$ cat src/design/axi_pkg.sv
/* AXI4 encodings and widths */
package axi_pkg;

    // bus widths
    localparam int addr_w = 32;
    localparam int data_w = 32;
    localparam int id_w   = 4;
    localparam int len_w  = 8;

    // burst types
    localparam logic [1:0] burst_incr = 2'b01;

    // response codes
    localparam logic [1:0] resp_okay   = 2'b00;
    localparam logic [1:0] resp_slverr = 2'b10;

    // 4-byte beats
    localparam logic [2:0] size_word = 3'd2;

    // fixed ids, one per direction
    localparam logic [id_w-1:0] rd_id = 4'd0;
    localparam logic [id_w-1:0] wr_id = 4'd1;

    // attribute field widths
    localparam int cache_w = 4;
    localparam int prot_w  = 3;

endpackage

$ cat src/design/l2_pkg.sv
/* L2 line geometry */
package l2_pkg;

    localparam int line_words = 4;
    localparam int line_bytes = line_words * (axi_pkg::data_w / 8); // 16
    localparam int beat_cnt_w = $clog2(line_words);

    // event counter width
    localparam int cnt_w = 16;

    // one bus word and its byte enables
    typedef logic [axi_pkg::data_w-1:0]   word_t;
    typedef logic [axi_pkg::data_w/8-1:0] strb_t;

    // whole line, word 0 in the low bits
    typedef word_t [line_words-1:0] line_t;
    typedef strb_t [line_words-1:0] line_strb_t;

endpackage

$ cat src/design/axi_bridge.sv
/* AXI read and write channel control */
`timescale 1ns/100ps

module axi_bridge
    import axi_pkg::*;
(
    input  logic              clk,
    input  logic              rstn,
    // cache side
    input  logic              rd_req,
    input  logic [addr_w-1:0] rd_addr,
    output logic              rd_busy,
    output logic              rd_done,
    input  logic              wb_req,
    input  logic [addr_w-1:0] wb_addr,
    output logic              wb_busy,
    output logic              wb_done,
    output logic              wb_err,
    // AXI handshakes
    output logic [addr_w-1:0] araddr,
    output logic              arvalid,
    input  logic              arready,
    input  logic              rvalid,
    input  logic              rlast,
    output logic              rready,
    output logic [addr_w-1:0] awaddr,
    output logic              awvalid,
    input  logic              awready,
    output logic              wvalid,
    input  logic              wready,
    output logic              wlast,
    input  logic              bvalid,
    input  logic [1:0]        bresp,
    output logic              bready,
    // datapath control
    input  logic              wb_last,    // serializer is on its final word
    output logic              line_start,
    output logic              beat_push,
    output logic              wb_load,
    output logic              beat_pop
);

    typedef enum logic [1:0] {
        r_idle,
        r_addr,
        r_data
    } rd_state_t;

    typedef enum logic [1:0] {
        w_idle,
        w_addr,
        w_data,
        w_resp
    } wr_state_t;

    rd_state_t r_state;
    wr_state_t w_state;

    logic rd_accept;
    logic wb_accept;
    logic w_beat;

    // read channel

    // busy also covers the done cycle so a new request waits for it
    assign rd_busy    = (r_state != r_idle) | rd_done;
    assign rd_accept  = rd_req & ~rd_busy;
    assign line_start = rd_accept;

    assign arvalid   = (r_state == r_addr);
    assign rready    = (r_state == r_data);
    assign beat_push = rvalid & rready;

    always_ff @(posedge clk) begin
        if (!rstn) begin
            r_state <= r_idle;
            rd_done <= 1'b0;
        end else begin
            rd_done <= beat_push & rlast;   // one cycle after the last beat
            case (r_state)
                r_idle: if (rd_accept) r_state <= r_addr;
                r_addr: if (arready) r_state <= r_data;
                r_data: if (beat_push && rlast) r_state <= r_idle;
                default: r_state <= r_idle;
            endcase
        end
    end

    always_ff @(posedge clk) begin
        if (rd_accept) araddr <= rd_addr;    // held stable through AR
    end

    // write channel
    assign wb_busy   = (w_state != w_idle) | wb_done;
    assign wb_accept = wb_req & ~wb_busy;
    assign wb_load   = wb_accept;

    assign awvalid = (w_state == w_addr);
    assign wvalid  = (w_state == w_data);
    assign wlast   = wvalid & wb_last;
    assign bready  = (w_state == w_resp);

    assign w_beat   = wvalid & wready;
    assign beat_pop = w_beat;

    always_ff @(posedge clk) begin
        if (!rstn) begin
            w_state <= w_idle;
            wb_done <= 1'b0;
        end else begin
            wb_done <= bvalid & bready;
            case (w_state)
                w_idle: if (wb_accept) w_state <= w_addr;
                w_addr: if (awready) w_state <= w_data;
                w_data: if (w_beat && wb_last) w_state <= w_resp;
                w_resp: if (bvalid) w_state <= w_idle;
                default: w_state <= w_idle;
            endcase
        end
    end

    always_ff @(posedge clk) begin
        if (wb_accept) awaddr <= wb_addr;
        if (bvalid && bready) begin
            wb_err <= (bresp != resp_okay); // read by the host with wb_done
        end
    end

endmodule

$ cat src/design/refill_assembler.sv
/* refill line collector */
`timescale 1ns/100ps

module refill_assembler
    import axi_pkg::*;
    import l2_pkg::*;
(
    input  logic       clk,
    input  logic       rstn,
    input  logic       line_start,
    input  logic       beat_push,
    input  word_t      rdata,
    input  logic [1:0] rresp,
    output line_t      line,
    output logic       err
);

    logic [beat_cnt_w-1:0] beat_idx;
    line_t                 line_q;

    // beat index and sticky error
    always_ff @(posedge clk) begin
        if (!rstn) begin
            beat_idx <= '0;
            err      <= 1'b0;
        end else if (line_start) begin
            beat_idx <= '0;
            err      <= 1'b0;
        end else if (beat_push) begin
            beat_idx <= beat_idx + 1'b1;   // wraps after the last word
            if (rresp != resp_okay) begin
                err <= 1'b1;
            end
        end
    end

    // word slots
    always_ff @(posedge clk) begin
        if (beat_push) begin
            line_q[beat_idx] <= rdata;
        end
    end

    assign line = line_q;

endmodule

$ cat src/design/wb_serializer.sv
/* writeback beat serializer */
`timescale 1ns/100ps

module wb_serializer
    import l2_pkg::*;
(
    input  logic       clk,
    input  logic       rstn,
    input  logic       wb_load,
    input  line_t      wb_line,
    input  line_strb_t wb_strb,
    input  logic       beat_pop,
    output word_t      wdata,
    output strb_t      wstrb,
    output logic       last
);

    localparam logic [beat_cnt_w-1:0] last_idx = beat_cnt_w'(line_words - 1);

    logic [beat_cnt_w-1:0] beat_idx;
    line_t                 line_q;
    line_strb_t            strb_q;

    always_ff @(posedge clk) begin
        if (!rstn) begin
            beat_idx <= '0;
        end else if (wb_load) begin
            beat_idx <= '0;
        end else if (beat_pop) begin
            beat_idx <= beat_idx + 1'b1;
        end
    end

    // line payload, no reset
    always_ff @(posedge clk) begin
        if (wb_load) begin
            line_q <= wb_line;
            strb_q <= wb_strb;
        end
    end

    assign wdata = line_q[beat_idx];
    assign wstrb = strb_q[beat_idx];   // per-word byte enables
    assign last  = (beat_idx == last_idx);

endmodule

$ cat src/design/axi_port_regs.sv
/* port config and event counters */
`timescale 1ns/100ps

module axi_port_regs
    import axi_pkg::*;
    import l2_pkg::*;
(
    input  logic               clk,
    input  logic               rstn,
    input  logic               cfg_we,
    input  logic [1:0]         cfg_addr,
    input  logic [31:0]        cfg_wdata,
    output logic [31:0]        cfg_rdata,
    input  logic               rd_done,
    input  logic               rd_err,
    input  logic               wb_done,
    input  logic               wb_err,
    output logic [cache_w-1:0] arcache,
    output logic [cache_w-1:0] awcache,
    output logic [prot_w-1:0]  axprot
);

    localparam int attr_w = 2 * cache_w + prot_w;

    logic [attr_w-1:0] attr_q;
    logic [cnt_w-1:0]  cnt_q [1:3];   // refills, writebacks, errors
    logic [1:0]        cnt_inc [1:3];

    // register 0: attributes
    always_ff @(posedge clk) begin
        if (!rstn) begin
            attr_q <= '0;
        end else if (cfg_we && cfg_addr == 2'd0) begin
            attr_q <= cfg_wdata[attr_w-1:0];
        end
    end

    assign arcache = attr_q[cache_w-1:0];
    assign awcache = attr_q[2*cache_w-1:cache_w];
    assign axprot  = attr_q[attr_w-1:2*cache_w];

    // both channels can report an error in the same cycle
    assign cnt_inc[1] = {1'b0, rd_done};
    assign cnt_inc[2] = {1'b0, wb_done};
    assign cnt_inc[3] = {1'b0, rd_done & rd_err} + {1'b0, wb_done & wb_err};

    always_ff @(posedge clk) begin
        for (int i = 1; i <= 3; i++) begin
            if (!rstn) begin
                cnt_q[i] <= '0;
            end else if (cfg_we && cfg_addr == 2'(i)) begin
                cnt_q[i] <= '0;           // any write clears
            end else begin
                cnt_q[i] <= cnt_q[i] + cnt_w'(cnt_inc[i]);
            end
        end
    end

    always_comb begin
        case (cfg_addr)
            2'd0: cfg_rdata = 32'(attr_q);
            2'd1: cfg_rdata = 32'(cnt_q[1]);
            2'd2: cfg_rdata = 32'(cnt_q[2]);
            default: cfg_rdata = 32'(cnt_q[3]);
        endcase
    end

endmodule

$ cat src/design/l2_mem_port.sv
/* L2 AXI4 memory port */
`timescale 1ns/100ps

module l2_mem_port
    import axi_pkg::*;
    import l2_pkg::*;
(
    input  logic               clk,
    input  logic               rstn,
    // refill
    input  logic               rd_req,
    input  logic [addr_w-1:0]  rd_addr,
    output logic               rd_busy,
    output logic               rd_done,
    output line_t              rd_line,
    output logic               rd_err,
    // writeback
    input  logic               wb_req,
    input  logic [addr_w-1:0]  wb_addr,
    input  line_t              wb_line,
    input  line_strb_t         wb_strb,
    output logic               wb_busy,
    output logic               wb_done,
    output logic               wb_err,
    // config
    input  logic               cfg_we,
    input  logic [1:0]         cfg_addr,
    input  logic [31:0]        cfg_wdata,
    output logic [31:0]        cfg_rdata,
    // AR
    output logic [id_w-1:0]    arid,
    output logic [addr_w-1:0]  araddr,
    output logic [len_w-1:0]   arlen,
    output logic [2:0]         arsize,
    output logic [1:0]         arburst,
    output logic               arlock,
    output logic [cache_w-1:0] arcache,
    output logic [prot_w-1:0]  arprot,
    output logic               arvalid,
    input  logic               arready,
    // R
    input  word_t              rdata,
    input  logic [1:0]         rresp,
    input  logic               rlast,
    input  logic               rvalid,
    output logic               rready,
    // AW
    output logic [id_w-1:0]    awid,
    output logic [addr_w-1:0]  awaddr,
    output logic [len_w-1:0]   awlen,
    output logic [2:0]         awsize,
    output logic [1:0]         awburst,
    output logic               awlock,
    output logic [cache_w-1:0] awcache,
    output logic [prot_w-1:0]  awprot,
    output logic               awvalid,
    input  logic               awready,
    // W
    output word_t              wdata,
    output strb_t              wstrb,
    output logic               wlast,
    output logic               wvalid,
    input  logic               wready,
    // B
    input  logic [1:0]         bresp,
    input  logic               bvalid,
    output logic               bready
);

    logic                line_start;
    logic                beat_push;
    logic                wb_load;
    logic                beat_pop;
    logic                wb_last;
    logic [prot_w-1:0]   axprot;

    // fixed burst shape, one full line per burst
    assign arid    = rd_id;
    assign awid    = wr_id;
    assign arlen   = len_w'(line_words - 1);
    assign awlen   = len_w'(line_words - 1);
    assign arsize  = size_word;
    assign awsize  = size_word;
    assign arburst = burst_incr;
    assign awburst = burst_incr;
    assign arlock  = 1'b0;   // no exclusive access
    assign awlock  = 1'b0;
    assign arprot  = axprot;
    assign awprot  = axprot;

    axi_bridge u_bridge (
        .clk        (clk),
        .rstn       (rstn),
        .rd_req     (rd_req),
        .rd_addr    (rd_addr),
        .rd_busy    (rd_busy),
        .rd_done    (rd_done),
        .wb_req     (wb_req),
        .wb_addr    (wb_addr),
        .wb_busy    (wb_busy),
        .wb_done    (wb_done),
        .wb_err     (wb_err),
        .araddr     (araddr),
        .arvalid    (arvalid),
        .arready    (arready),
        .rvalid     (rvalid),
        .rlast      (rlast),
        .rready     (rready),
        .awaddr     (awaddr),
        .awvalid    (awvalid),
        .awready    (awready),
        .wvalid     (wvalid),
        .wready     (wready),
        .wlast      (wlast),
        .bvalid     (bvalid),
        .bresp      (bresp),
        .bready     (bready),
        .wb_last    (wb_last),
        .line_start (line_start),
        .beat_push  (beat_push),
        .wb_load    (wb_load),
        .beat_pop   (beat_pop)
    );

    refill_assembler u_assembler (
        .clk        (clk),
        .rstn       (rstn),
        .line_start (line_start),
        .beat_push  (beat_push),
        .rdata      (rdata),
        .rresp      (rresp),
        .line       (rd_line),
        .err        (rd_err)
    );

    wb_serializer u_serializer (
        .clk      (clk),
        .rstn     (rstn),
        .wb_load  (wb_load),
        .wb_line  (wb_line),
        .wb_strb  (wb_strb),
        .beat_pop (beat_pop),
        .wdata    (wdata),
        .wstrb    (wstrb),
        .last     (wb_last)
    );

    axi_port_regs u_regs (
        .clk       (clk),
        .rstn      (rstn),
        .cfg_we    (cfg_we),
        .cfg_addr  (cfg_addr),
        .cfg_wdata (cfg_wdata),
        .cfg_rdata (cfg_rdata),
        .rd_done   (rd_done),
        .rd_err    (rd_err),
        .wb_done   (wb_done),
        .wb_err    (wb_err),
        .arcache   (arcache),
        .awcache   (awcache),
        .axprot    (axprot)
    );

endmodule

$ cat config.mk
export PLATFORM = sky130hd
export DESIGN_NAME = l2_mem_port
export DESIGN_NICKNAME = d
export VERILOG_FILES = /design/src/design/axi_pkg.sv /design/src/design/l2_pkg.sv /design/src/design/axi_bridge.sv /design/src/design/refill_assembler.sv /design/src/design/wb_serializer.sv /design/src/design/axi_port_regs.sv /design/src/design/l2_mem_port.sv
export SDC_FILE = /design/constraint.sdc
export NUM_CORES = 1
export LEC_CHECK = 0
export ABC_AREA = 0
export BUFFER_PORTS_ARGS = -buffer_cell sky130_fd_sc_hd__buf_2
export CORE_AREA = 2 2 235 237
export CTS_CLUSTER_DIAMETER = 50
export DETAILED_ROUTE_END_ITERATION = 10
export DIE_AREA = 0 0 237 239
export PLACE_DENSITY = 0.5
export SYNTH_ARGS = -nofsm -noshare
export SYNTH_HDL_FRONTEND = slang
export SYNTH_SLANG_ARGS = --single-unit
export TNS_END_PERCENT = 10
$ cat constraint.sdc
create_clock -name clk -period 10.9 [get_ports clk]
set_input_delay 0.545 -clock clk [delete_from_list [all_inputs] [get_ports clk]]
set_output_delay 0.545 -clock clk [all_outputs]
set_load 0.1 [all_outputs]
# --- Word level (Yosys, flattened, before mapping) ---
# Memory sizes are Yosys's and may differ from the RTL's.
# Cells that the tools add are included.
classes:
  n_eq_ne: 16
  n_mux: 42
  addsub: 6
  reduce_logical: 20
  order_cmp: 3
  bitwise: 20
ops:
  columns: ["cell", "count"]
  rows:
  - ["$bwmux W128", 1]
  - ["$mux W16", 6]
  - ["$bmux W32 S2", 1]
  - ["$demux W32 S2", 1]
  - ["$mux W32", 2]
  - ["$pmux W16 S3", 1]
  - ["$add A16 B1 Y16", 2]
  - ["$mux W1", 19]
  - ["$add A16 B2 Y16", 1]
  - ["$mux W2", 7]
  - ["$eq A2 B2 Y1 const B", 6]
  - ["$and A1 B1 Y1", 9]
  - ["$bmux W4 S2", 1]
  - ["$logic_and A1 B1 Y1", 8]
  - ["$ne A2 B2 Y1 const B", 4]
  - ["$or A1 B1 Y1", 8]
  - ["$pmux W2 S4", 1]
  - ["$reduce_bool A2 Y1", 4]
  - ["$eq A2 B1 Y1 const B", 3]
  - ["$logic_not A2 Y1", 3]
  - ["$lt A2 B3 Y1 const B", 2]
  - ["$ne A2 B1 Y1 const B", 3]
  - ["$pmux W2 S3", 1]
  - ["$add A2 B1 Y2 const B", 2]
  - ["other kinds (8)", 11]
word_totals:
  in_bits: 289
  n_memories: 1
  output_inout_bits: 322
  ramBits: 48
  reg_bits: 359
mem_list:
  columns: ["name", "words", "width", "read_ports", "rd_ports_with_merged_regs", "write_ports", "line_no", "source"]
  rows:
  - ["u_regs.cnt_q", 3, 16, 3, 0, 3, "axi_port_regs.sv:26", "logic [cnt_w-1:0] cnt_q [1:3];"]

# --- Depth between registers and ports, before layout ---
# Gate-level depths: netlist of the first run.
logic_depth:
  word_depth: 7
  ltp_mapped: 7
  depth_no_buf: 7

# --- Cells and area by module ---
# From an unflattened synthesis of the first run, not the netlist that was laid out.
hier_totals:
  hier_cells: 815
  area_unflattened_um2: 15543.7
modules_own_cells:
  columns: ["module", "area_per_inst_um2", "n_inst", "cells_per_inst"]
  rows:
  - ["wb_serializer", 5337.6, 1, 196]
  - ["refill_assembler", 4037.6, 1, 149]
  - ["axi_port_regs", 3509.6, 1, 321]
  - ["axi_bridge", 2358.5, 1, 108]
  - ["l2_mem_port", 300.3, 1, 41]

# --- Worst setup path before layout of the first run ---
# Ideal clock, no wire load.
synth_timing:
  kind: "register to register"
  start: "reg u_bridge.wb_done"
  end: "reg u_bridge.awaddr[0] (enable)"
  setup_ns: 0.713
  stages_incl_launch_ff: 3
  arrival_ns: 9.061
  path_slack_ns: 1.126
  required_ns: 10.187
  path_buffers: 0
  path_cell_list: "dfxtp_1 -> nand2b_1 -> nor2_1"
synth_via:
  elab_chain_cells: 3
synth_rtl:
  columns: ["item", "line_no", "source"]
  rows:
  - ["start: declaration", "axi_bridge.sv:17", "output logic wb_done,"]
  - ["start signal: assignment", "axi_bridge.sv:111", "wb_done <= bvalid & bready;"]
  - ["$or A1 B1 Y1", "axi_bridge.sv:94", "assign wb_busy = (w_state != w_idle) | wb_done;"]
  - ["via wb_busy", "l2_mem_port.sv:22", "output logic wb_busy,"]
  - ["$not A1 Y1", "axi_bridge.sv:95", "assign wb_accept = wb_req & ~wb_busy;"]
  - ["$and A1 B1 Y1", "axi_bridge.sv:95", null]
  - ["via u_bridge.wb_load", "axi_bridge.sv:39", "output logic wb_load,"]
  - ["end signal: assignment", "axi_bridge.sv:123", "if (wb_accept) awaddr <= wb_addr;"]
  - ["end: declaration", "axi_bridge.sv:26", "output logic [addr_w-1:0] awaddr,"]
# The timed path passes the listed nets, and every way through them passes these cells.
# A chain may end at the register's enable or synchronous reset.

# --- Worst setup path in the final report of the first run ---
layout_timing:
  start: "reg u_serializer.beat_idx[0]"
  end: "out wstrb[3]"
layout_via:
  elab_chain_cells: 2
layout_rtl:
  columns: ["item", "line_no", "source"]
  rows:
  - ["start: declaration", "wb_serializer.sv:20", "logic [beat_cnt_w-1:0] beat_idx;"]
  - ["start signal: assignment", "wb_serializer.sv:30", "beat_idx <= beat_idx + 1'b1;"]
  - ["$bmux W4 S2", "wb_serializer.sv:43", "assign wstrb = strb_q[beat_idx];"]
  - ["$mux W4 (not written as such)", "wb_serializer.sv:43", null]
  - ["end: declaration", "l2_mem_port.sv:60", "output strb_t wstrb,"]
# Every way passes these cells. The select of a mux whose other input is x is not followed.

==> results of run 1 <==
-- critical path, stage by stage (launching register included) --
cell,delay [ps]
dfxtp_2,620
buf_4,580
mux4_2,580
buf_2,320
-- layout by cell type, fill, tap and decap left out, drive strengths merged, types with 8 or more instances in the layout --
master / Yosys / layout
nor2: 47 / 47
mux4: 47 / 47
inv: 17 / 24
conb: 2 / 100
nor3: 12 / 12
clkbuf: 10 / 59
bufinv: 0 / 8
clkinv: 0 / 17
edfxtp: 385 / 385
nand2: 20 / 20
a21oi: 10 / 10
and2: 11 / 11
nor4: 11 / 11
nand3: 20 / 20
xnor2: 30 / 30
dfxtp: 22 / 22
ha: 14 / 14
buf: 65 / 547
o21ai: 11 / 11
nand4: 10 / 10
mux2i: 11 / 11
nor2b: 18 / 18
-- per-layer routing --
| layer | share of wire [%] | global-route usage (%) | vias to the layer above |
|---|---|---|---|
| met1 | 40 | 17.7 | 4652 |
| met5 | 0.14 | 0 | - |
| met4 | 1.5 | 4.10 | 8 |
| met2 | 51 | 25.0 | 342 |
| li1 | - | - | 4265 |
| met3 | 7.4 | 4.36 | 59 |
-- cell type report --
cell class,count,area [um2]
diodes,5,12.5
fillers,5152,33700
clock buffers,59,1350
clock inverters,37,422
flip-flops and latches,407,12000
multi-input cells,413,3180
repair buffers,547,2780
inverters,17,63.8
well taps,704,881
-- synthesized netlist by cell type, types with 2 or more instances --
library cell | n | share of area [%]
nor3_1 | 12 | 0.39
nand4_1 | 9 | 0.37
nor4_1 | 11 | 0.45
nor2_1 | 47 | 1.1
buf_4 | 55 | 2.7
a22o_1 | 5 | 0.29
clkbuf_1 | 9 | 0.22
dfxtp_1 | 22 | 2.9
and2_1 | 11 | 0.45
buf_2 | 10 | 0.33
or3_1 | 6 | 0.24
nor3b_1 | 2 | 0.098
xnor2_1 | 30 | 1.7
mux4_2 | 46 | 6.7
nor2b_1 | 18 | 0.73
and3_1 | 4 | 0.16
conb_1 | 2 | 0.049
ha_1 | 14 | 1.1
inv_1 | 17 | 0.42
nand3_1 | 20 | 0.65
o21ai_0 | 10 | 0.33
xor2_1 | 7 | 0.40
mux2_2 | 4 | 0.29
nand2b_1 | 2 | 0.081
nand2_1 | 20 | 0.49
a21oi_1 | 10 | 0.33
edfxtp_1 | 385 | 75
mux2i_1 | 11 | 0.72
-- worst min-delay path by stage --
stage,startpoint,to,depth (start not counted)
after CTS,wb_line[94],u_serializer.line_q[94]$_DFFE_PP_,1
after detailed placement,u_assembler.err$_SDFFE_PP0P_,u_assembler.err$_SDFFE_PP0P_,2
after global placement,u_assembler.err$_SDFFE_PP0P_,u_assembler.err$_SDFFE_PP0P_,2
after global routing,wb_line[64],u_serializer.line_q[64]$_DFFE_PP_,1
after floorplan,u_bridge.w_state[1]$_SDFFE_PN0P_,u_bridge.w_state[1]$_SDFFE_PN0P_,2
final,wb_line[64],u_serializer.line_q[64]$_DFFE_PP_,1
-- logic make-up after synthesis --
| group | after synthesis | synth area share, % |
|---|---|---|
| flops | 407 | 78.1 |
| mux | 62 | 7.92 |
| buf+inv | 92 | 3.68 |
| other cells | 2 | 0.0489 |
| compound gates | 31 | 1.22 |
| xor+xnor | 37 | 2.11 |
| simple gates | 168 | 5.64 |
| fa+ha+maj | 15 | 1.27 |
-- per-stage QoR --
| step | instance area (um2) | utilization [%] | cells | setup slack (ps) |
|---|---|---|---|---|
| floorplan | 15700 | - | 912 | 1130 |
| global placement | 18900 | 34.8 | 2088 | 8130 |
| detailed placement | 18900 | 34.8 | 2088 | 8160 |
| CTS | 20700 | 38.0 | 2184 | 7500 |
| global route | 20700 | 38.1 | 2188 | 7420 |
| finish | 20700 | 38.1 | 2189 | 7640 |
-- sequential cells by signal, indices dropped and copies added (netlist names) --
| register | cells |
|---|---|
| u_bridge.w_state | 2 |
| u_serializer.strb_q | 16 |
| u_bridge.r_state | 2 |
| u_serializer.line_q | 128 |
| u_serializer.beat_idx | 2 |
| u_bridge.awaddr | 32 |
| u_bridge.rd_done | 1 |
| u_regs.attr_q | 11 |
| u_assembler.beat_idx | 2 |
| u_bridge.wb_done | 1 |
| u_bridge.wb_err | 1 |
| u_bridge.araddr | 32 |
| u_assembler.line | 128 |
| u_assembler.err | 1 |
| u_regs.cnt_q | 48 |
-- power breakdown --
group	internal (mW)	total (mW)	switching, mW
logic	0.186	1.16	0.971
clock network	1.08	1.75	0.668
registers	1.96	2.02	0.0650
==> reports/summary.md, run 1 <==
The run finished with clean final reports. Using the TritonRoute via totals, the vias-per-cell ratio works out to 4.26. The number of distinct library cells after synthesis was 43; the number of I/O pins was 611. After detailed routing, the average wire length per cell comes to 19.5 um.

Post-CTS timing repair inserted 0 buffers for setup. The flip-flop and latch count after synthesis was 407. The vertical extent of the die is 239 um.

In this run, post-CTS hold repair placed 0 buffers. STA puts the critical path data arrival time at 2710 ps. The tools report the cell at the root of the clock tree as clkbuf_16. The origin of the critical flop-to-flop path was u_bridge.rd_done$_SDFF_PN0_.

For the highest achievable clock rate, the log shows 307 MHz. Dividing the final minimum period by the clock period gives 29.9%. The number of antenna violations at the first check in global routing came out at 11. Clock tree synthesis found a total of 407 sinks.

The logs give 4 for the number of search-and-repair iterations in the first detailed-routing pass and 0 for the hold violation count in the final report. The area growth from synthesis to layout was 34.6%. The number of design rule violations left after detail routing is 0. The worst-case IR drop observed on VDD is 160 uV. The min-delay analysis places its worst path in the category in -> reg. The H-tree level count is 2. For this configuration, the core starts out at a cell density of 28.3%. The number of global-route vias before repair is 9339. For this run, the total global-route usage over all layers was measured as 14.5%. The count of buffers added on input and output ports is 537. Setup total negative slack on the finished layout was measured at 0 ps.

In this run the worst path has a maximum fanout of 27. The analysis attributes to cell leakage a power of 8.07 nW. Power after layout: 4.93 mW. STA puts the critical path data required time at 10360 ps. The final layout contains 1742 nets.

By startpoint and endpoint, the worst setup path is classified as reg -> out. The die covers 0.0566 mm2. The register-to-register setup slack was 8560 ps; the pin count of the biggest net entering global routing was 177. The critical path ends at wstrb[3]. Power spread over the standard cell area amounts to 238 mW/mm2. The mapped netlist covers 0.0154 mm2.

After legalization and detailed placement, the total HPWL measured 31.9 mm. Wires add up to 42.7 mm. Predominant post-synthesis flop cell: edfxtp_1. After clock tree synthesis, the repair step resized 0 gates. After clock tree synthesis, the clock-pin slew on the worst setup and hold paths is 60 ps. The first global-routing pass estimated 60.8 mm of wire. The run gives 0 as the max-cap check violation count. Synthesis produced a netlist whose cell count is 814.

Buffers inserted during clock tree synthesis total 52. No sink is reached through more buffers than the 3 on the longest clock path. The count of warnings emitted by yosys was 0. TritonCTS built the clock tree.

The count of flip-flops with a built-in enable after synthesis works out to 385. The tools report the final clock skew as 19.4 ps. The later pin in the worst-skew pair is clocked with a latency of 580 ps. The final weighted congestion of routability-driven global placement is 0.798.

The final route contains 9326 vias. The run gives 139 ps as the hold slack. The initialized floorplan defines 86 standard-cell rows. Tracing the worst setup path back leads to its startpoint at u_serializer.beat_idx[0]$_SDFFE_PP0P_.

The worst reg-to-reg path cell count is 7, and the slew at the pin closest to its max-slew limit is 952 ps. STA classifies the critical path endpoint as a primary output. The remaining number of nets flagged by the antenna check after routing came out at 0. Each instance of the synthesized netlist takes up on average 18.9 um2. Sequential elements use 78.1% of the synthesized area. After floorplanning, the core was sized to cover 0.0543 mm2.

The time the worst path needs with I/O delays and setup is 3260 ps, and the number of pins with negative max-slew slack in the final report is 0. Global routing finished with a remaining overflow of 0. The width of the die is 237 um, and the worst slew margin relative to its limit is 36.5%.

After the first detailed-routing iteration, the DRC count stood at 459. The fraction of final layout cells sized beyond drive strength 1 is 46.5%. The capturing point of the worst reg2reg path was u_regs.cnt_q[0][62]$_SDFFCE_PN0P_.

Setup repair after global routing left no endpoint under its margin. Setup violations remaining at the end of the flow were counted as 0. The startpoint type of the worst setup path was a register.

Counting flops with an async set or reset pin after synthesis yields a share of 0%.
Note: power is estimated with default switching activity, not from simulation.
==> run 2: changes to the inputs <==
clock period = 3 ns   (was 10.9 ns; I/O delays follow)
==> reports/summary.md, run 2 (synthesis gave the netlist of run 1 again) <==
The worst stage delay on the critical path was 650 ps (+30 ps); the number of cells in the design after placement was 2094 (+0.29%). The tools report the detailed-placement wirelength estimate as 32.8 mm (+3.0%). Type of the worst setup path: reg -> out. Walking the worst path, the cells encountered are buf_12 > mux4_2 > buf_2. The period utilization was 85.9%. The area growth from synthesis to layout is 53.2%, and the TritonCTS buffer count is 51 (-1.9%). In this run the worst hold path is classified as in -> reg. The number of pins with negative max-slew slack in the final report came out at 0 (unchanged). The number of cells in the finished layout apart from fillers came out at 2456 (+12%). The logs give 35.2% (-0.3 points) for the part of the power in the clock network and 15.7% (+1.2 points) for the overall track demand over capacity in global routing. Leaving out fill and tap cells, the most frequent cell in the layout is buf_2. The part of the total power dissipated in sequential elements is 39.6% (-1.5 points), and the net switching power is 6.30 mW (+270%). The tools report the first-iteration detailed-routing DRC count as 537 (+17%).

Among all stages on the critical path, the largest delay is contributed by dfxtp_2. The total length of routed wires was 45.9 mm (+7.6%). The highest net fanout along the worst path is 26 (-3.7%), and the vertical extent of the die is 239 um (unchanged).

For the internal power, the log shows 12.2 mW (+280%). The top cell family by delay on the critical path is flip-flops. Number of sinks driven by the clock tree: 407 (unchanged). The remaining global-route overflow was 0 (unchanged). TritonCTS built the clock tree.

The tools report the number of search-and-repair iterations in the first detailed-routing pass as 5 (+1). The clock insertion delay at the later pin of the skew report came out at 580 ps (about the same). The hold violation count in the final report is 0 (unchanged), and the cts-stage hold buffer count is 264 (+264). The power density over the cells was 788 mW/mm2 (+230%). The run gives 3 (unchanged) as the worst-case clock buffer depth. The net count of the finished layout came out at 2011 (+15%). The detailed-route vias per instance was 4.24 (-0.50%); the setup TNS after final layout was 0 ps (unchanged). The worst reg-to-reg path cell count works out to 5 (-2).

The number of setup violations in the final report was 0 (unchanged). For the data required time at the worst endpoint, the log shows 2850 ps (-7510 ps). The worst setup path is captured at a primary output. The data arrival at the endpoint of the critical path came out at 2430 ps (-280 ps).

The number of setup buffers added after CTS was 0 (unchanged); the total of buffers placed on input and output ports was 537 (unchanged). For the share of the core filled with cells, the log shows 43.3% (+5.2 points). The number of buffer and inverter stages on the critical path works out to 2 (unchanged). Average wire per standard cell: 18.7 um (-4.1%). The flow ran to the end, and the final reports show no timing, DRC or antenna violations. The H-tree level count is 2 (unchanged), and the logic depth of the worst setup path including buffers is 3 (unchanged).

The worst setup path is launched from a register. The run gives 6 (-5) as the number of antenna violations at the first check in global routing. The number of I/O pins was 611 (unchanged). The tools report the leakage component of the power as 9.26 nW (+15%). The tools report the number of design rule violations left after detail routing as 0 (unchanged). The top cell types in the final layout, fill and taps aside, are 537 x buf_2, 385 x edfxtp_1, 264 x dlygate4sd3_1.

For the max-cap check violation count, the log shows 0 (unchanged). The logs give 25.2% (+1.8 points) for the share of power burned in combinational logic and 681 uV (+320%) for the largest voltage drop on the vdd net. The fraction of final layout cells sized beyond drive strength 1 was 39.9% (-6.6 points); the overall die area was 0.0566 mm2 (unchanged). Width of the die: 237 um (unchanged). The switching part of the total came out at 34.0% (-0.55 points). The pin count of the biggest net entering global routing is 43 (-76%). The post-placement worst setup slack is 895 ps (-7260 ps). Placed cell area: 0.0191 mm2 (+0.86%). The logs give 66.7 mm (+9.6%) for the wire length of the first global-routing pass and 388 MHz for the highest achievable clock rate. The smallest clock period supported by the final layout is computed as 2580 ps. The cell sitting at the root of the clock tree is a clkbuf_16.

The tools report the number of global-route vias before repair as 10600 (+14%). The final weighted congestion of routability-driven global placement was 0.798 (about the same); the post-cts gate resize count was 0 (unchanged). Setup repair after global routing left no endpoint under its margin. For the power after layout, the log shows 18.5 mW (+280%).

The count of vias placed by the detailed router was 10400 (+12%). For the minimum setup slack in the final design, the log shows 424 ps (-7220 ps). For the effective utilization at floorplan, the log shows 28.3% (unchanged). The remaining number of nets flagged by the antenna check after routing was 0 (unchanged); the worst slew margin relative to its limit was 52.6% (+16 points). The logs give 0.0235 mm2 (+14%) for the post-route cell area and 86 (unchanged) for the row count.

The core box area was 0.0543 mm2 (unchanged); the slew at the pin closest to its max-slew limit was 693 ps (-259 ps). The worst hold path cell count is 4 (+3). The hold slack is 58.6 ps (-80.7 ps), and the clock slew seen by the registers of the worst setup and hold paths is 50 ps (about the same). Final clock skew: 30.5 ps (+11.1 ps).
-- run 2: cell type report --
class	count	area, um2
sequential	407	12000
antenna	3	7.51
fill	4896	30800
clock buffer	65	1370
clock inverter	30	447
timing repair buffer	817	5550
multi-input combinational	413	3200
inverter	17	63.8
tap	704	881
-- run 2: final timing paths --
path | from | end | slack (ps)
worst min-delay path | awready | u_bridge.w_state[0]$_SDFFE_PN0P_ | 60
worst max-delay path | u_serializer.beat_idx[0]$_SDFFE_PP0P_ | wdata[9] | 420
worst max register to register | u_bridge.r_state[0]$_SDFFE_PN0P_ | u_assembler.err$_SDFFE_PP0P_ | 790
worst min register to register | u_bridge.w_state[1]$_SDFFE_PN0P_ | u_bridge.w_state[1]$_SDFFE_PN0P_ | 480
-- run 2: worst reg2reg max path, stage by stage, from the launching register on --
cell	delay, ps
dfxtp_1	330
and3b_1	430
o21ai_0	130
dlygate4sd3_1	570
a21oi_1	130
dlygate4sd3_1	550
-- run 2: metal layers --
metal	track usage [%]	part of all wire, %
met1	19.0	40
met2	27.1	51
met3	4.24	6.6
met4	5.56	2.8
met5	0	0.059
-- run 2: power groups by stage --
stage	Combinational [mW]	Sequential (mW)	Clock [mW]
2_1_floorplan	2.53	8.45	0
3_3_place_gp	4.36	7.44	0
3_5_place_dp	4.39	7.46	0
4_1_cts	4.69	7.35	6.70
5_1_grt	4.84	7.41	6.95
6_report	4.66	7.35	6.53
==> run 3: changes to the inputs <==
clock period = 2.7 ns   (was 3 ns; I/O delays follow)
==> reports/summary.md, run 3 (synthesis gave the netlist of run 1 again) <==
Width of the die: 237 um (unchanged). The tools report the number of search-and-repair iterations in the first detailed-routing pass as 5 (unchanged). The endpoint identified for the worst register-to-register timing path is u_regs.cnt_q[0][62]$_SDFFCE_PN0P_. The number of global-route vias before repair was 10900 (+2.5%).

For the worst-case clock buffer depth, the log shows 3 (unchanged). For the detailed-placement wirelength estimate, the log shows 33.2 mm (+1.1%). The run gives 18.7% (-0.30 points) as the global routing met1 resource utilization. The top cell types in the final layout, fill and taps aside, are 537 x buf_2, 385 x edfxtp_1, 270 x dlygate4sd3_1. The tools report the hold slack as 100 ps (+41.8 ps). The origin of the critical flop-to-flop path is u_bridge.rd_done$_SDFF_PN0_. Number of sinks driven by the clock tree: 407 (unchanged).

The slowest stage of the critical path is the mux4_2 cell. The core box area was 0.0543 mm2 (unchanged); the remaining number of nets flagged by the antenna check after routing was 0 (unchanged). Traced cell by cell, the critical path runs through buf_4 > mux4_2 > buf_2.

STA classifies the critical path startpoint as a register. The fraction of final layout cells sized beyond drive strength 1 is 40.1% (+0.24 points), and the worst reg-to-reg path cell count is 7 (+2). The tools report the final weighted congestion of routability-driven global placement as 0.786 (-1.5%). For the number of pins with negative max-slew slack in the final report, the log shows 0 (unchanged). The tools report the effective utilization at floorplan as 28.3% (unchanged). The TritonCTS buffer count was 54 (+5.9%); the total of buffers placed on input and output ports was 537 (unchanged). The count of vias placed by the detailed router is 10400 (+0.12%), and the register-to-register setup slack is 450 ps (-340 ps). The tools report the terminating pin of the worst hold path as u_regs.cnt_q[0][49]$_SDFFCE_PN0P_. The leakage component of the power is 9.30 nW (+0.40%), and the detailed-route vias per instance is 4.22 (-0.33%).

The worst slew margin relative to its limit came out at 52.7% (+0.11 points). The data required time at the worst endpoint was 2570 ps (-280 ps). Leading cell type in the layout, fill and taps excluded: buf_2. The vertical extent of the die works out to 239 um (unchanged).

The average wire per standard cell was 18.6 um (-0.67%); the highest net fanout along the worst path was 19 (-27%). The remaining global-route overflow is 0 (unchanged). The final critical path takes up 86.7% of the cycle.

For the row count, the log shows 86 (unchanged). The run gives 44 (+2.3%) as the pin count of the biggest net entering global routing. The flow ran to the end, and the final reports show no timing, DRC or antenna violations. The max-cap check violation count is 0 (unchanged), and the number of antenna violations at the first check in global routing is 4 (-2). The clock insertion delay at the later pin of the skew report came out at 580 ps (about the same). After global routing, the most crowded layer is met2. The number of setup buffers added after CTS came out at 0 (unchanged). Endpoint type of the worst setup path: a primary output. The slew at the pin closest to its max-slew limit was 692 ps (-1.60 ps).

The worst setup path is of the reg -> out kind. For the total length of routed wires, the log shows 45.8 mm (-0.23%). The run gives 0.0566 mm2 (unchanged) as the overall die area. The worst stage delay on the critical path was 570 ps (-80 ps); the met2 capacity usage during global routing was 28.0% (+0.89 points). The power after layout was 20.5 mW (+10%).

The final clock skew is 23.4 ps (-7.06 ps). Data arrival at the endpoint of the critical path: 2210 ps (-220 ps). TritonCTS built the clock tree. The clock slew seen by the registers of the worst setup and hold paths came out at 60 ps (about the same). Largest voltage drop on the vdd net: 438 uV (-36%). The placed cell area was 0.0190 mm2 (about the same); the power density over the cells was 869 mW/mm2 (+10%). For the net count of the finished layout, the log shows 2021 (+0.50%). The met3 track utilization from global routing was 3.98% (-0.25 points).

Setup repair after global routing left no endpoint under its margin. The number of design rule violations left after detail routing is 0 (unchanged). The tools report the highest achievable clock rate as 427 MHz. The wire length of the first global-routing pass was 66.5 mm (-0.19%); the final-layout fill cell count was 4977 (+1.7%). The tools report the start point of the worst hold path as cfg_we.

The number of setup violations in the final report was 0 (unchanged); the hold violation count in the final report was 0 (unchanged). The path class of the tightest hold or removal check is in -> reg. The worst hold path cell count came out at 3 (-1). The overall track demand over capacity in global routing was 15.6% (-0.11 points); the H-tree level count was 2 (unchanged).

The worst path in the final design needs a cycle of 2340 ps, including I/O delays and setup. For the first-iteration detailed-routing DRC count, the log shows 467 (-13%). In this run the clock root is driven by a clkbuf_16. The post-route cell area is 0.0236 mm2 (+0.12%). The area growth from synthesis to layout was 53.3%; the post-cts gate resize count was 0 (unchanged). Number of I/O pins: 611 (unchanged).
[run 3: report_power, final]
group | switching [mW] | leakage, nW | internal [mW]
clock network | 2.80 | 0.888 | 4.35
registers | 0.263 | 3.82 | 7.89
logic | 4.07 | 4.59 | 1.12
[run 3: worst max-delay path by stage]
stage | start | end | slack (ps) | depth (start not counted)
final | u_serializer.beat_idx[0]$_SDFFE_PP0P_ | wstrb[1] | 360 | 3
after global routing | u_serializer.beat_idx[0]$_SDFFE_PP0P_ | wdata[22] | 240 | 3
after CTS | u_serializer.beat_idx[0]$_SDFFE_PP0P_ | wstrb[1] | 280 | 3
after detailed placement | u_bridge.rd_done$_SDFF_PN0_ | u_regs.cnt_q[0][62]$_SDFFCE_PN0P_ | 470 | 7
after global placement | u_bridge.rd_done$_SDFF_PN0_ | u_regs.cnt_q[0][62]$_SDFFCE_PN0P_ | 500 | 7
after floorplan | u_bridge.wb_done$_SDFF_PN0_ | u_bridge.awaddr[0]$_DFFE_PP_ | -1210 | 2
[run 3: layout make-up]
class                           instances  area, um2  share of cell area, %
Inverter                               17       63.8                  0.271
Antenna cell                            2       5.00                 0.0212
Clock buffer                           63       1410                   5.96
Clock inverter                         37        400                   1.70
Multi-Input combinational cell        413       3200                   13.6
Sequential cell                       407      12000                   51.0
Tap cell                              704        881                   3.74
Timing Repair Buffer                  824       5590                   23.7
[run 3: timing repair]
action,4_1_cts,5_1_grt
endpoints found under the hold margin,357,0
setup endpoints to repair,0,0
hold buffers,270,0
[run 3: metrics by stage]
stage / worst slack [ps] / TNS (ps) / std cells / utilization (%)
6_report: 358 / 0 / 2467 / 43.4
5_1_grt: 243 / 0 / 2467 / 43.4
4_1_cts: 276 / 0 / 2465 / 43.3
3_5_place_dp: 466 / 0 / 2095 / 35.1
3_3_place_gp: 503 / 0 / 2095 / 35.1
2_1_floorplan: -1210 / -212290 / 912 / -
[run 3: layer usage]
metal  wire, um  share of wire (%)
met1      18200                 40
met2      23700                 52
met3       3140                6.9
met4        782                1.7
met5         13              0.028
[run 3: critical path: cells and delay by family, from the launching register on]
family | cells | cell delay (ps)
buf+inv | 2 | 700
mux | 1 | 570
flops | 1 | 350
